<file path="src/mic1_cfg.svh">
`ifndef MIC1_CFG_SVH
`define MIC1_CFG_SVH

// Stable cycles before a button level is accepted
`define DEBOUNCE_COUNT 511

// Operand stack entries
`define STACK_DEPTH 16

// Program words, sets the pc width
`define ROM_DEPTH 16

`endif
</file>
<file path="src/mic1_pkg.sv">
package mic1_pkg;

    // Datapath word, signed for the ALU
    typedef logic signed [31:0] word_t;

    // Opcode in [15:8], signed immediate in [7:0]
    typedef logic [15:0] instr_t;

    typedef enum logic [7:0] {
        OP_NOP    = 8'h00,
        OP_BIPUSH = 8'h10, // Push sign-extended immediate
        OP_IADD   = 8'h60,
        OP_ISUB   = 8'h64, // a - b, b on top
        OP_DUP    = 8'h59,
        OP_POP    = 8'h57,
        OP_OUT    = 8'hB0, // Copy top of stack, no pop
        OP_GOTO   = 8'hA7, // Absolute target
        OP_HALT   = 8'hFF
    } opcode_t;

    typedef enum logic [1:0] {
        IDLE,
        RUN,
        STEP
    } run_state_t;

endpackage

</file>
<file path="src/mic1_board.sv">
`timescale 1ns/1ps

`include "mic1_cfg.svh"

module mic1_board
    import mic1_pkg::*;
#(
    parameter int DEBOUNCE_COUNT = `DEBOUNCE_COUNT
) (
    input  logic  clk,
    input  logic  resetn,
    input  logic  btn_run,
    input  logic  btn_step,
    input  logic  btn_stop,
    output logic  led_idle,
    output logic  led_run,
    output logic  led1,
    output logic  led2,
    output logic  led3,
    output logic  led4,
    output logic  led5,
    output word_t out_word,
    output logic  halted
);

    logic [2:0] btn;
    logic [2:0] btn_sync;
    logic [2:0] btn_level; // {stop, step, run}
    logic       core_run;
    logic [3:0] rom_addr;
    instr_t     rom_data;

    assign btn = {btn_stop, btn_step, btn_run};

    // Same conditioning chain for each button
    for (genvar i = 0; i < 3; i++) begin : g_btn
        synchronizer u_sync (
            .clk    (clk),
            .resetn (resetn),
            .in     (btn[i]),
            .out    (btn_sync[i])
        );

        debouncer #(.MAX_COUNT(DEBOUNCE_COUNT)) u_debounce (
            .clk    (clk),
            .resetn (resetn),
            .in     (btn_sync[i]),
            .out    (btn_level[i])
        );
    end

    run_control u_run_control (
        .clk         (clk),
        .resetn      (resetn),
        .run_level   (btn_level[0]),
        .step_level  (btn_level[1]),
        .stop_level  (btn_level[2]),
        .core_halted (halted),
        .core_run    (core_run),
        .led_run     (led_run),
        .led_idle    (led_idle)
    );

    program_rom u_rom (
        .rom_addr (rom_addr),
        .rom_data (rom_data)
    );

    stack_core u_core (
        .clk      (clk),
        .resetn   (resetn),
        .run      (core_run),
        .rom_addr (rom_addr),
        .rom_data (rom_data),
        .out_word (out_word),
        .halted   (halted)
    );

    assign led1 = out_word[0];
    assign led2 = out_word[1];
    assign led3 = out_word[2];
    assign led4 = out_word[31]; // Sign
    assign led5 = |out_word;

endmodule

</file>
<file path="src/stack_core.sv">
`timescale 1ns/1ps

`include "mic1_cfg.svh"

module stack_core
    import mic1_pkg::*;
(
    input  logic       clk,
    input  logic       resetn,
    input  logic       run,
    output logic [3:0] rom_addr,
    input  instr_t     rom_data,
    output word_t      out_word,
    output logic       halted
);

    localparam int PC_W = $clog2(`ROM_DEPTH);
    localparam int SP_W = $clog2(`STACK_DEPTH);

    logic [PC_W-1:0] pc;
    logic [PC_W-1:0] pc_nxt;
    logic [SP_W-1:0] sp;     // Next free entry
    logic [SP_W-1:0] sp_nxt;
    logic [SP_W-1:0] sp_p1;
    logic [SP_W-1:0] sp_m1;
    logic [SP_W-1:0] sp_m2;

    word_t stack [`STACK_DEPTH];
    word_t tos;
    word_t nos;
    word_t imm_ext;
    word_t out_nxt;
    word_t wr_data;

    logic [SP_W-1:0] wr_ptr;
    logic            wr_en;
    logic            halt_nxt;
    logic            exec;

    opcode_t    op;
    logic [7:0] imm;

    assign rom_addr = pc;
    assign op       = opcode_t'(rom_data[15:8]);
    assign imm      = rom_data[7:0];
    assign imm_ext  = {{24{imm[7]}}, imm};

    assign sp_p1 = sp + 1'b1;
    assign sp_m1 = sp - 1'b1;
    assign sp_m2 = sp - 2'd2;
    assign tos   = stack[sp_m1];
    assign nos   = stack[sp_m2];

    assign exec = run && !halted;

    always_comb begin
        pc_nxt   = pc + 1'b1;
        sp_nxt   = sp;
        out_nxt  = out_word;
        halt_nxt = 1'b0;
        wr_en    = 1'b0;
        wr_ptr   = sp;
        wr_data  = imm_ext;
        case (op)
            OP_BIPUSH: begin
                wr_en  = 1'b1;
                sp_nxt = sp_p1;
            end
            OP_IADD: begin
                wr_en   = 1'b1;
                wr_ptr  = sp_m2; // Result replaces a
                wr_data = nos + tos;
                sp_nxt  = sp_m1;
            end
            OP_ISUB: begin
                wr_en   = 1'b1;
                wr_ptr  = sp_m2;
                wr_data = nos - tos;
                sp_nxt  = sp_m1;
            end
            OP_DUP: begin
                wr_en   = 1'b1;
                wr_data = tos;
                sp_nxt  = sp_p1;
            end
            OP_POP:  sp_nxt = sp_m1;
            OP_OUT:  out_nxt = tos;
            OP_GOTO: pc_nxt = imm[PC_W-1:0];
            OP_HALT: begin
                pc_nxt   = pc; // Park on the HALT word
                halt_nxt = 1'b1;
            end
            default: ; // Unknown opcodes act as NOP
        endcase
    end

    always_ff @(posedge clk) begin
        if (!resetn) begin
            pc       <= '0;
            sp       <= '0;
            out_word <= '0;
            halted   <= 1'b0;
        end else if (exec) begin
            pc       <= pc_nxt;
            sp       <= sp_nxt;
            out_word <= out_nxt;
            halted   <= halt_nxt;
        end
    end

    always_ff @(posedge clk) begin
        if (resetn && exec && wr_en) begin
            stack[wr_ptr] <= wr_data;
        end
    end

endmodule

</file>
<file path="src/program_rom.sv">
`timescale 1ns/1ps

module program_rom
    import mic1_pkg::*;
(
    input  logic [3:0] rom_addr,
    output instr_t     rom_data
);

    function automatic instr_t ins(opcode_t op, logic [7:0] imm);
        return {op, imm};
    endfunction

    // Demo: ((5 + 3) * 2 - 1) - 20
    always_comb begin
        case (rom_addr)
            4'd0:    rom_data = ins(OP_BIPUSH, 8'd5);
            4'd1:    rom_data = ins(OP_BIPUSH, 8'd3);
            4'd2:    rom_data = ins(OP_IADD, 8'd0);
            4'd3:    rom_data = ins(OP_OUT, 8'd0);    // 8
            4'd4:    rom_data = ins(OP_DUP, 8'd0);
            4'd5:    rom_data = ins(OP_IADD, 8'd0);
            4'd6:    rom_data = ins(OP_OUT, 8'd0);    // 16
            4'd7:    rom_data = ins(OP_BIPUSH, 8'd1);
            4'd8:    rom_data = ins(OP_ISUB, 8'd0);
            4'd9:    rom_data = ins(OP_OUT, 8'd0);    // 15
            4'd10:   rom_data = ins(OP_BIPUSH, 8'hEC); // -20
            4'd11:   rom_data = ins(OP_IADD, 8'd0);
            4'd12:   rom_data = ins(OP_OUT, 8'd0);    // -5
            4'd13:   rom_data = ins(OP_HALT, 8'd0);
            default: rom_data = ins(OP_NOP, 8'd0);
        endcase
    end

endmodule

</file>
<file path="src/run_control.sv">
`timescale 1ns/1ps

module run_control
    import mic1_pkg::*;
(
    input  logic clk,
    input  logic resetn,
    input  logic run_level,
    input  logic step_level,
    input  logic stop_level,
    input  logic core_halted,
    output logic core_run,
    output logic led_run,
    output logic led_idle
);

    run_state_t state;
    run_state_t next_state;
    logic       step_d;
    logic       step_edge;

    assign step_edge = step_level & ~step_d;

    always_comb begin
        next_state = state;
        case (state)
            IDLE: begin
                // A halted core cannot be restarted
                if (run_level && !core_halted) begin
                    next_state = RUN;
                end
                if (step_edge) begin
                    next_state = STEP;
                end
            end
            RUN: begin
                if (stop_level || core_halted) begin
                    next_state = IDLE;
                end
            end
            STEP:    next_state = IDLE; // One instruction only
            default: next_state = IDLE;
        endcase
    end

    always_ff @(posedge clk) begin
        if (!resetn) begin
            state  <= IDLE;
            step_d <= 1'b0;
        end else begin
            state  <= next_state;
            step_d <= step_level;
        end
    end

    assign core_run = (state == RUN) || (state == STEP);
    assign led_run  = core_run;
    assign led_idle = ~core_run;

endmodule

</file>
<file path="src/debouncer.sv">
`timescale 1ns/1ps

`include "mic1_cfg.svh"

module debouncer #(
    parameter int MAX_COUNT = `DEBOUNCE_COUNT
) (
    input  logic clk,
    input  logic resetn,
    input  logic in,
    output logic out
);

    localparam int CNT_W = $clog2(MAX_COUNT + 1);

    logic [CNT_W-1:0] count;
    logic             count_done;

    assign count_done = (count == CNT_W'(MAX_COUNT));

    // Input differing from out is the candidate level
    always_ff @(posedge clk) begin
        if (!resetn) begin
            count <= '0;
            out   <= 1'b0;
        end else if (in == out) begin
            count <= '0; // Bounce back, start over
        end else if (count_done) begin
            count <= '0;
            out   <= in;
        end else begin
            count <= count + 1'b1;
        end
    end

endmodule

</file>
<file path="src/synchronizer.sv">
`timescale 1ns/1ps

module synchronizer (
    input  logic clk,
    input  logic resetn,
    input  logic in,
    output logic out
);

    logic meta;

    always_ff @(posedge clk) begin
        if (!resetn) begin
            meta <= 1'b0;
            out  <= 1'b0;
        end else begin
            meta <= in; // May go metastable
            out  <= meta;
        end
    end

endmodule

</file>
<file path="config.mk">
export PLATFORM = sky130hd
export DESIGN_NAME = mic1_board
export DESIGN_NICKNAME = d
export VERILOG_FILES = /design/src/mic1_pkg.sv /design/src/mic1_board.sv /design/src/stack_core.sv /design/src/program_rom.sv /design/src/run_control.sv /design/src/debouncer.sv /design/src/synchronizer.sv
export VERILOG_INCLUDE_DIRS = /design/src
export SDC_FILE = /design/constraint.sdc
export NUM_CORES = 1
export LEC_CHECK = 0
export BUFFER_PORTS_ARGS = -buffer_cell sky130_fd_sc_hd__buf_4
export CAP_MARGIN = 25
export CELL_PAD_IN_SITES_DETAIL_PLACEMENT = 1
export CELL_PAD_IN_SITES_GLOBAL_PLACEMENT = 1
export CORE_MARGIN = 1.5
export CORE_UTILIZATION = 34
export CTS_CLUSTER_SIZE = 24
export DETAILED_ROUTE_END_ITERATION = 8
export GPL_ROUTABILITY_DRIVEN = 0
export PLACE_DENSITY = 0.51
export RECOVER_POWER = 25
export SLEW_MARGIN = 20
export SYNTH_ARGS = -nofsm -noshare
export SYNTH_HDL_FRONTEND = slang
export SYNTH_SLANG_ARGS = --single-unit
</file>
<file path="constraint.sdc">
create_clock -name clk -period 19.6 [get_ports clk]
set_input_delay 0.98 -clock clk [delete_from_list [all_inputs] [get_ports clk]]
set_output_delay 0.98 -clock clk [all_outputs]
set_load 0.01 [all_outputs]
</file>
-- After elaboration in Yosys (flattened, before gate mapping)
Memories as Yosys holds them, arrays and structs flattened. A register that Yosys moved wholly into a read port is not among the register bits.
Cells that the tools add are included.
Widths: inputs -> output; s select.
- bits in registers: 80
- memory bits (writable): 512
- memory bits (read-only): 240
- bits of input ports: 5
- output and inout bits: 40
- word-level logic and storage cells: 93
- memories kept: 2
- memories (memory ; depth ; bits a word ; rd ports ; clocked after memory_dff ; wr ports ; RTL line ; RTL):
    u_core.stack ; 16 ; 32 ; 2 ; 0 ; 1 ; stack_core.sv:28 ; word_t stack [`STACK_DEPTH];
    (no name shown) ; 16 ; 15 ; 1 ; 1 ; 0 ; program_rom.sv:16 ; case (rom_addr)
- add/subtract/negate cells: 9
- eq/ne operators: 18
- muxes and demuxes: 14
- bitwise gates (word level): 8
- reduce and logical (&&, ||, !) cells: 24
- operators by type and width (cell ; count):
    $pmux 32 s3 ; 1
    $add 32x32->32 ; 1
    $eq 8x7->1 const B ; 4
    $reduce_or 32->1 ; 1
    $sub 32x32->32 ; 1
    $add 9x1->9 const B ; 3
    $eq 9x9->1 const B ; 3
    $eq 8x8->1 const B ; 3
    $pmux 4 s2 ; 2
    $reduce_and 2->1 ; 7
    $mux 4 ; 3
    $reduce_or 3->1 ; 4
    $add 4x1->4 const B ; 2
    $eq 8x5->1 const B ; 1
    $not 1->1 ; 7
    $mux 2 ; 3
    $logic_and 1x1->1 ; 4
    $mux 1 ; 4
    $pmux 2 s2 ; 1
    $reduce_or 2->1 ; 2
    $reduce_or 4->1 ; 1
    $sub 4x1->4 const B ; 1
    $sub 4x2->4 const B ; 1
    $eq 1x1->1 ; 3
    other kinds (9) ; 10

-- Logic depth before layout (Yosys ltp)
Gate-level depths: netlist of run 1.
- depth after elaboration: 7
- depth in mapped cells: 34
- mapped depth without buffers: 23

-- Modules after synthesis
From an unflattened synthesis of run 1, not the netlist that was laid out.
- cell total of the unflattened synthesis: 1834
- area total of the unflattened synthesis: 29806.1 µm²
- modules (own cells, without submodules) (module ; instances ; cells each ; area each (µm²) ; sequential area each (µm²)):
    stack_core ; 1 ; 1606 ; 27795.4 ; 16195.5
    debouncer ; 3 ; 44 ; 411.6 ; 200.2
    program_rom ; 1 ; 49 ; 322.8 ; 0.0
    run_control ; 1 ; 20 ; 190.2 ; 60.1
    synchronizer ; 3 ; 4 ; 52.6 ; 40.0
    mic1_board ; 1 ; 15 ; 105.1 ; 0.0

-- Worst setup path before layout of run 1
Ideal clock, no wire load.
- path type: register to register
- from: reg u_core.sp[0]
- to: mem u_core.stack[0][31] (netlist bit) (data pin)
- library setup time: 0.330 ns
- data arrival time: 7.574 ns
- data required time: 19.270 ns
- slack: 11.696 ns
- stages on the path, launching flop included: 33
- buffers on the path: 11
- clock period less this slack: 7.904 ns
- cell sequence: dfxtp_1 buf_6 buf_6 buf_6 buf_4 buf_4 buf_4 inv_2 ha_1 buf_2 buf_2 buf_2 buf_2 buf_2 mux4_2 mux2i_1 a21oi_1 inv_1 ha_1 nor2b_1 nand3b_1 o41ai_4 a21boi_4 xor2_1 ha_1 and3_1 nand2_1 a2111oi_0 nor3_1 a31oi_1 a31oi_1 xnor3_1 o21ai_0
- cells in the longest elaborated chain, start to end: 4
- elaborated cells between the ends (all ways): 6
- classes of those cells: add/sub (4); mux (1); memory (1)
- ends and longest elaborated chain (what ; RTL line ; RTL):
    start: declaration ; stack_core.sv:22 ; logic [SP_W-1:0] sp;
    start signal: assignment ; stack_core.sv:105 ; sp <= sp_nxt;
    $sub 4x1->4 * ; stack_core.sv:49 ; assign sp_m1 = sp - 1'b1;
    net u_core.sp_m1[0] ; stack_core.sv:25 ; logic [SP_W-1:0] sp_m1;
    $mem_v2 16x32 * ; -- ;
    net u_core.tos[0] ; stack_core.sv:29 ; word_t tos;
    $sub 32x32->32 / $add 32x32->32 (equally long branches) ; stack_core.sv:78, stack_core.sv:72 ;
    $pmux 32 s3 * ; stack_core.sv:64 ; case (op)
    net u_core.wr_data[31] ; stack_core.sv:33 ; word_t wr_data;
    end: declaration ; stack_core.sv:28 ;
Mark *: on every way through the listed nets, which the timed path passes. The rest lies on a longest branch.

-- Final worst setup path of run 1
- from: reg u_core.sp[1]
- to: mem u_core.stack[15][31] (netlist bit) (data pin)
- cells in the longest elaborated chain, start to end: 4
- elaborated cells between the ends (all ways): 6
- classes of those cells: add/sub (4); mux (1); memory (1)
- ends and longest elaborated chain (what ; RTL line):
    $sub 4x1->4 * ; stack_core.sv:49
    $mem_v2 16x32 * ; --
    net u_core.tos[0] ; stack_core.sv:29
    $sub 32x32->32 / $add 32x32->32 (equally long branches) ; stack_core.sv:78, stack_core.sv:72
    $pmux 32 s3 * ; stack_core.sv:64
    net u_core.wr_data[31] ; stack_core.sv:33
Marked as above.

==> results of run 1 <==
sequential cells by signal (all words and copies together), names as in the netlist:
| name | count |
|---|---|
| g_btn.u_debounce.out | 3 |
| u_run_control.state | 2 |
| u_core.rom_addr | 4 |
| g_btn.u_sync.out | 3 |
| g_btn.u_sync.meta | 3 |
| g_btn.u_debounce.count | 27 |
| u_rom.rom_data | 11 |
| u_core.stack | 512 |
| u_core.halted | 1 |
| u_core.out_word | 32 |
| u_run_control.step_d | 1 |
| u_core.sp | 4 |
critical path: cells and delay by family (launching register included):
| family | cells | cell delay (ns) |
|---|---|---|
| AOI/OAI and AO/OA | 7 | 2.81 |
| buffers and inverters | 3 | 3.19 |
| muxes | 2 | 0.87 |
| xor gates and xnor gates | 2 | 0.46 |
| DFF | 1 | 2.40 |
| adders and majority gates | 3 | 1.75 |
| and+or+nand+nor | 6 | 1.22 |
cell type report:
class	instances	area, um2	area share
multi-input combinational	1054	12000	0.356
tap	1155	1450	0.0429
clock buffer	102	2120	0.0631
sequential	603	17200	0.511
antenna	1	2.50	0.0000743
inverter	34	128	0.00379
clock inverter	27	139	0.00413
timing repair buffer	111	657	0.0195
cell families after synthesis:
kind of cell             share of synthesized area
AND/OR/NAND/NOR                             0.0543
flip-flops                                   0.579
adder cells (fa/ha/maj)                     0.0226
multiplexers                                 0.244
buffers and inverters                       0.0211
AO/OA/AOI/OAI                               0.0537
XOR/XNOR                                    0.0247
layout by cell type, fill, tap and decap left out, types with 6 or more instances in the layout:
cell and n:
nor2_4 6, clkbuf_16 79, o21ai_0 51, and3_1 11
clkinv_1 14, a21o_1 14, xor2_1 37, a211oi_1 11
nor3_1 11, or3_1 6, mux4_2 310, xnor2_1 41
clkbuf_8 6, buf_4 64, edfxtp_1 512, clkbuf_1 64
ha_1 51, clkinv_2 7, a21oi_1 67, inv_1 32
nor2b_1 11, a21boi_0 34, nand3_1 25, nand2b_1 10
nor4_1 12, a31oi_1 9, nor2_1 77, o31ai_1 6
mux2i_1 19, and2_1 16, nand2_1 117, dfxtp_1 90
nand4_1 8
how the worst max path moves through the flow:
stage                              startpoint                        endpoint  slack, ns  cells after the start
floorplan           u_core.sp[0]$_SDFFE_PN0P_   u_core.stack[0][31]$_DFFE_PP_      11.70                     32
global placement    u_core.sp[1]$_SDFFE_PN0P_  u_core.stack[14][31]$_DFFE_PP_      10.56                     23
detailed placement  u_core.sp[1]$_SDFFE_PN0P_  u_core.stack[14][31]$_DFFE_PP_      10.74                     19
CTS                 u_core.sp[1]$_SDFFE_PN0P_  u_core.stack[15][31]$_DFFE_PP_      10.72                     19
global route        u_core.sp[1]$_SDFFE_PN0P_  u_core.stack[15][31]$_DFFE_PP_       5.54                     23
finish              u_core.sp[1]$_SDFFE_PN0P_  u_core.stack[15][31]$_DFFE_PP_       6.44                     23
routing by layer:
layer | vias up | routed length, um | global-route usage | share of wire
li1 | 7487 | - | - | -
met1 | 9585 | 40500 | 0.279 | 0.44
met2 | 458 | 44200 | 0.339 | 0.48
met3 | 143 | 4280 | 0.0321 | 0.047
met4 | 0 | 2780 | 0.0717 | 0.030
met5 | - | 0 | 0 | 0
through the flow:
step	cells	setup WS, ns	power (uW)
6_report	3087	6.44	2660
5_1_grt	3086	5.54	2740
2_1_floorplan	1800	11.70	1400
3_3_place_gp	2956	10.56	1400
4_1_cts	3085	10.72	2700
3_5_place_dp	2956	10.74	1400
power by group:
part | total (uW) | switching (uW) | internal [uW]
Clock | 1290 | 532 | 754
Combinational | 5.03 | 2.81 | 2.22
Sequential | 1370 | 0.400 | 1370
Total | 2660 | 535 | 2130
==> impl_metrics.tcl, run 1 <==
set metrics [dict create \
    finalCritPeriodShare 0.671 \
    die-area_um2 89100 \
    overflow 0 \
    synthArstFlopShare 0 \
    cts_tree "built" \
    route.detailed.drc 0 \
    row_count 108 \
    r2r_cells 23 \
    final_util 0.389 \
    cp.required_ns 19.87 \
    dp_hpwl_um 56200 \
    path_class "flip-flop to flip-flop" \
    cts_resized 0 \
    clk_pin_slew_ns 0.06 \
    ff2ff_setup_slack_ns 6.44 \
    synth-seq-cells 603 \
    cts-root-buf "clkbuf_16" \
    drt_iter0_markers 1481 \
    fillCellCount 8603 \
    holdPathEnd "g_btn[1].u_debounce.count[0]$_SDFF_PP0_" \
    arrival_ns 13.43 \
    wl_um 91800 \
    violations "max-capacitance violations, max-slew violations" \
    synth.area.top_cells "edfxtp_1, mux4_2, dfxtp_1" \
    max_freq_ghz 0.0760 \
    min-delay-start "g_btn[1].u_debounce.count[0]$_SDFF_PP0_" \
    synthCells 1800 \
    synth_nets 1858 \
    grt_pass1_wl_um 133000 \
    synth-edff-count 512 \
    clock_latency_ns 0.62 \
    drv_slew 474 \
    num-nets-final 1935 \
    synth_common_cells "edfxtp_1, mux4_2, nand2_1" \
    start_util 0.343 \
    ys.warnings.count 0 \
    io_buffers 44 \
    finalClockSkew_ns 0.0209 \
    worst_slew_pin_slew_ns 3.77 \
    dpl_cell_area_um2 31700 \
    setup_viol 0 \
    via_per_inst 5.72 \
    status "complete, but fails checks" \
    cts_setup_buffers 0 \
    synth_top_area_frac 0.518 \
    worst_setup_path_end_kind "flip-flop" \
    hold_class "flip-flop to flip-flop" \
    cts_buffers 73 \
    cts_max_path_buffers 3 \
    r2r-start "u_core.sp[1]$_SDFFE_PN0P_" \
    grt_max_degree 60 \
    hold_viol_final 0 \
    io_pins 45 \
    max_slew_margin -1.51 \
    crit_slowest_cell "clkbuf_1" \
    crit_chain "inv_1 -> ha_1 -> clkbuf_1 -> mux4_2 -> mux2_1 -> nor2_1 -> a21oi_1 -> inv_1 -> ha_1 -> nor2b_1 -> nand3b_1 -> o41ai_4 -> a21boi_4 -> xor2_1 -> ha_1 -> and3_1 -> nand2_1 -> a2111oi_0 -> nor3_1 -> a31oi_1 -> a31oi_1 -> xnor3_1 -> o21ai_1" \
    h-tree-depth 3 \
    synth.most_common_cell "edfxtp_1" \
    netlist_area_um2 29700 \
    drv_cap 18 \
    numClockSinks 603 \
    vias 17673 \
    yosysTopAreaCell "edfxtp_1" \
    core-area_um2 86600 \
    die_w_um 298 \
    power.leakage_uw 0.00931 \
    avgRoutedWirePerCell_um 29.7 \
    synth_cell_types 70 \
    ys.flop_type "edfxtp_1" \
    hold_depth 1 \
    ant_nets 0 \
    grt_usage 0.207 \
    ys_seq_area_frac 0.579 \
    syn_area_per_cell_um2 16.5 \
    rsz0062_at_grt "false" \
    slowest_delay_ns 2.70 \
    die_y_um 298 \
    worstReg2RegEnd "u_core.stack[15][31]$_DFFE_PP_" \
    grt_pass1_vias 18705 \
    holdBufCountCts 0 \
    power_density_nw_per_um2 79.1 \
    finalCriticalPeriod_ns 13.16 \
    vdd_ir_drop_max_uv 46.3 \
    final_area_um2 33700 \
    tns_ns 0 \
    cpMostUsedCell "ha_1" \
    drive_above_1_share 0.262 \
    antenna_found_initial 2 \
    fin_hold_ws_ns 0.439 \
    syn_to_final_growth_pct 13.4 \
    cp-start-kind "flip-flop" \
    firstDrtPassIters 4 \
    cp_max_fo 55 \
]
Note: power is estimated with default switching activity, not from simulation.
==> run 2, diff against run 1 <==
==> constraint.sdc (replaced) <==
create_clock -name clk -period 12.87 [get_ports clk]
set_input_delay 0.6435 -clock clk [delete_from_list [all_inputs] [get_ports clk]]
set_output_delay 0.6435 -clock clk [all_outputs]
set_load 0.01 [all_outputs]
==> impl_metrics.tcl, run 2 (synthesized netlist as in run 1, its figures left out) <==
set metrics [dict create \
    p_clk_frac 0.477 \
    grt_max_degree 60 \
    vias 17491 \
    drv_slew 339 \
    hold_depth 2 \
    hold_viol_final 0 \
    io_pins 45 \
    overflow 0 \
    largest-register "u_core.stack" \
    holdPathEnd "g_btn[0].u_sync.meta$_SDFF_PN0_" \
    cp.required_ns 13.21 \
    cp_max_fo 43 \
    die_y_um 298 \
    cts_buffers 71 \
    fin_ws_ns 2.74 \
    syn_to_final_growth_pct 13.1 \
    die_w_um 298 \
    cts_tree "built" \
    final_common_cell "edfxtp_1" \
    power_density_nw_per_um2 120 \
    finalCritPeriodShare 0.787 \
    firstDrtPassIters 5 \
    reg_top3 "u_core.stack (512), u_core.out_word (32), g_btn.u_debounce.count (27)" \
    tns_ns 0 \
    power_uw 4010 \
    r2r-start "u_core.sp[0]$_SDFFE_PN0P_" \
    p_int_uw 3200 \
    grt_pass1_wl_um 129000 \
    num-nets-final 1937 \
    wl_um 89200 \
    worst_setup_path_end_kind "flip-flop" \
    pwr-share-seq 0.521 \
    numClockSinks 603 \
    cp-start-kind "flip-flop" \
    cts_setup_buffers 0 \
    crit_chain "inv_1 -> ha_1 -> buf_4 -> mux4_2 -> mux4_2 -> or4_1 -> and4b_1 -> nor2_1 -> xnor2_1 -> ha_1 -> a21oi_1 -> o221ai_1 -> a21oi_1 -> o31ai_1 -> buf_4 -> a2111oi_0 -> nor3b_1 -> o41ai_1 -> o21a_1 -> o21ai_0 -> buf_4" \
    h-tree-depth 3 \
    cts-root-buf "clkbuf_16" \
    core-area_um2 86600 \
    grt_pass1_vias 18335 \
    drt_iter0_markers 1396 \
    p_sw_frac 0.202 \
    route.detailed.drc 0 \
    die-area_um2 89100 \
    cts_max_path_buffers 3 \
    worst_slew_pin_slew_ns 3.45 \
    dp_slack_ns 4.20 \
    final_cell_mix "edfxtp_1, mux4_2, nand2_1" \
    switchingPower_uw 809 \
    diodes 0 \
    clock_latency_ns 0.62 \
    hold_class "input pin to flip-flop" \
    max_slew_margin -1.30 \
    arrival_ns 10.47 \
    drive_above_1_share 0.260 \
    place_inst 2960 \
    start_util 0.343 \
    r2r_cells 21 \
    worstReg2RegEnd "u_core.stack[2][30]$_DFFE_PP_" \
    crit_slowest_cell "ha_1" \
    io_buffers 44 \
    clk_pin_slew_ns 0.06 \
    dp_hpwl_um 56100 \
    avgRoutedWirePerCell_um 28.9 \
    power.leakage_uw 0.00930 \
    crit_start "u_core.sp[0]$_SDFFE_PN0P_" \
    final_cells 3084 \
    finalCriticalPeriod_ns 10.13 \
    drv_cap 17 \
    grt_usage 0.200 \
    ant_nets 0 \
    rsz0062_at_grt "false" \
    min-delay-start "btn_run" \
    status "complete, but fails checks" \
    cpMostUsedCell "buf_4" \
    vdd_ir_drop_max_uv 76.3 \
    violations "max-capacitance violations, max-slew violations" \
    cts_resized 0 \
    largest_register_ffs 512 \
    holdBufCountCts 0 \
    finalClockSkew_ns 0.0173 \
    row_count 108 \
    path_class "flip-flop to flip-flop" \
    setup_viol 0 \
    ff2ff_setup_slack_ns 2.74 \
    via_per_inst 5.67 \
    slowest_delay_ns 1.99 \
    antenna_found_initial 1 \
    max_freq_ghz 0.0988 \
    combPwrFrac 0.002 \
]
-- run 2: cell count changes in the layout (fill, tap and decap cells not counted), sizes merged --
cell      before  now
clkinvlp       3    1
clkbuf       149  135
inv           37   39
buf           64   70
diode          1    0
clkinv        21   23
bufinv         0    4
-- run 2: metal layers --
layer	vias up	wire, um	track usage
met5	-	0	0
met4	0	1840	0.0526
met3	100	4510	0.0299
met2	451	43700	0.336
met1	9470	39100	0.273
li1	7470	-	-
-- run 2: power groups by stage --
stage / logic (uW) / registers, uW / clock network, uW
2_1_floorplan: 4.71 / 2130 / 0
5_1_grt: 8.44 / 2090 / 2040
3_5_place_dp: 7.62 / 2130 / 0
6_report: 7.71 / 2090 / 1910
3_3_place_gp: 7.44 / 2130 / 0
4_1_cts: 7.64 / 2090 / 1970
-- run 2: worst max-delay path, delay by kind of cell, from the launching register on --
family | cells | cell delay (ns)
multiplexers | 2 | 0.98
AO/OA/AOI/OAI | 8 | 2.15
buffers and inverters | 4 | 1.66
adder cells (fa/ha/maj) | 2 | 2.41
flip-flops | 1 | 0.85
XOR/XNOR | 1 | 0.14
AND/OR/NAND/NOR | 4 | 1.57
-- run 2: layout make-up --
cell class              count  area, um2
well taps                1155       1450
flip-flops and latches    603      17200
repair buffers            115        698
fillers                  8571      53100
inverters                  34        128
clock buffers              90       1880
clock inverters            33        275
multi-input cells        1054      11900
-- run 2: worst max-delay path by stage --
| stage | to | slack, ns | cells past startpoint |
|---|---|---|---|
| CTS | u_core.stack[2][30]$_DFFE_PP_ | 4.14 | 21 |
| floorplan | u_core.stack[0][31]$_DFFE_PP_ | 4.97 | 32 |
| finish | u_core.stack[2][30]$_DFFE_PP_ | 2.74 | 21 |
| global route | u_core.stack[2][30]$_DFFE_PP_ | 2.08 | 23 |
| detailed placement | u_core.stack[10][30]$_DFFE_PP_ | 4.20 | 21 |
| global placement | u_core.stack[10][30]$_DFFE_PP_ | 4.20 | 21 |
-- run 2: stage by stage --
stage,cell area [um2],hold slack (ns),util
6_report,33600,0.246,0.387
5_1_grt,33600,0.237,0.387
4_1_cts,33800,0.214,0.391
3_5_place_dp,31700,0.433,0.366
3_3_place_gp,31700,0.427,0.366
2_1_floorplan,29700,0.412,-
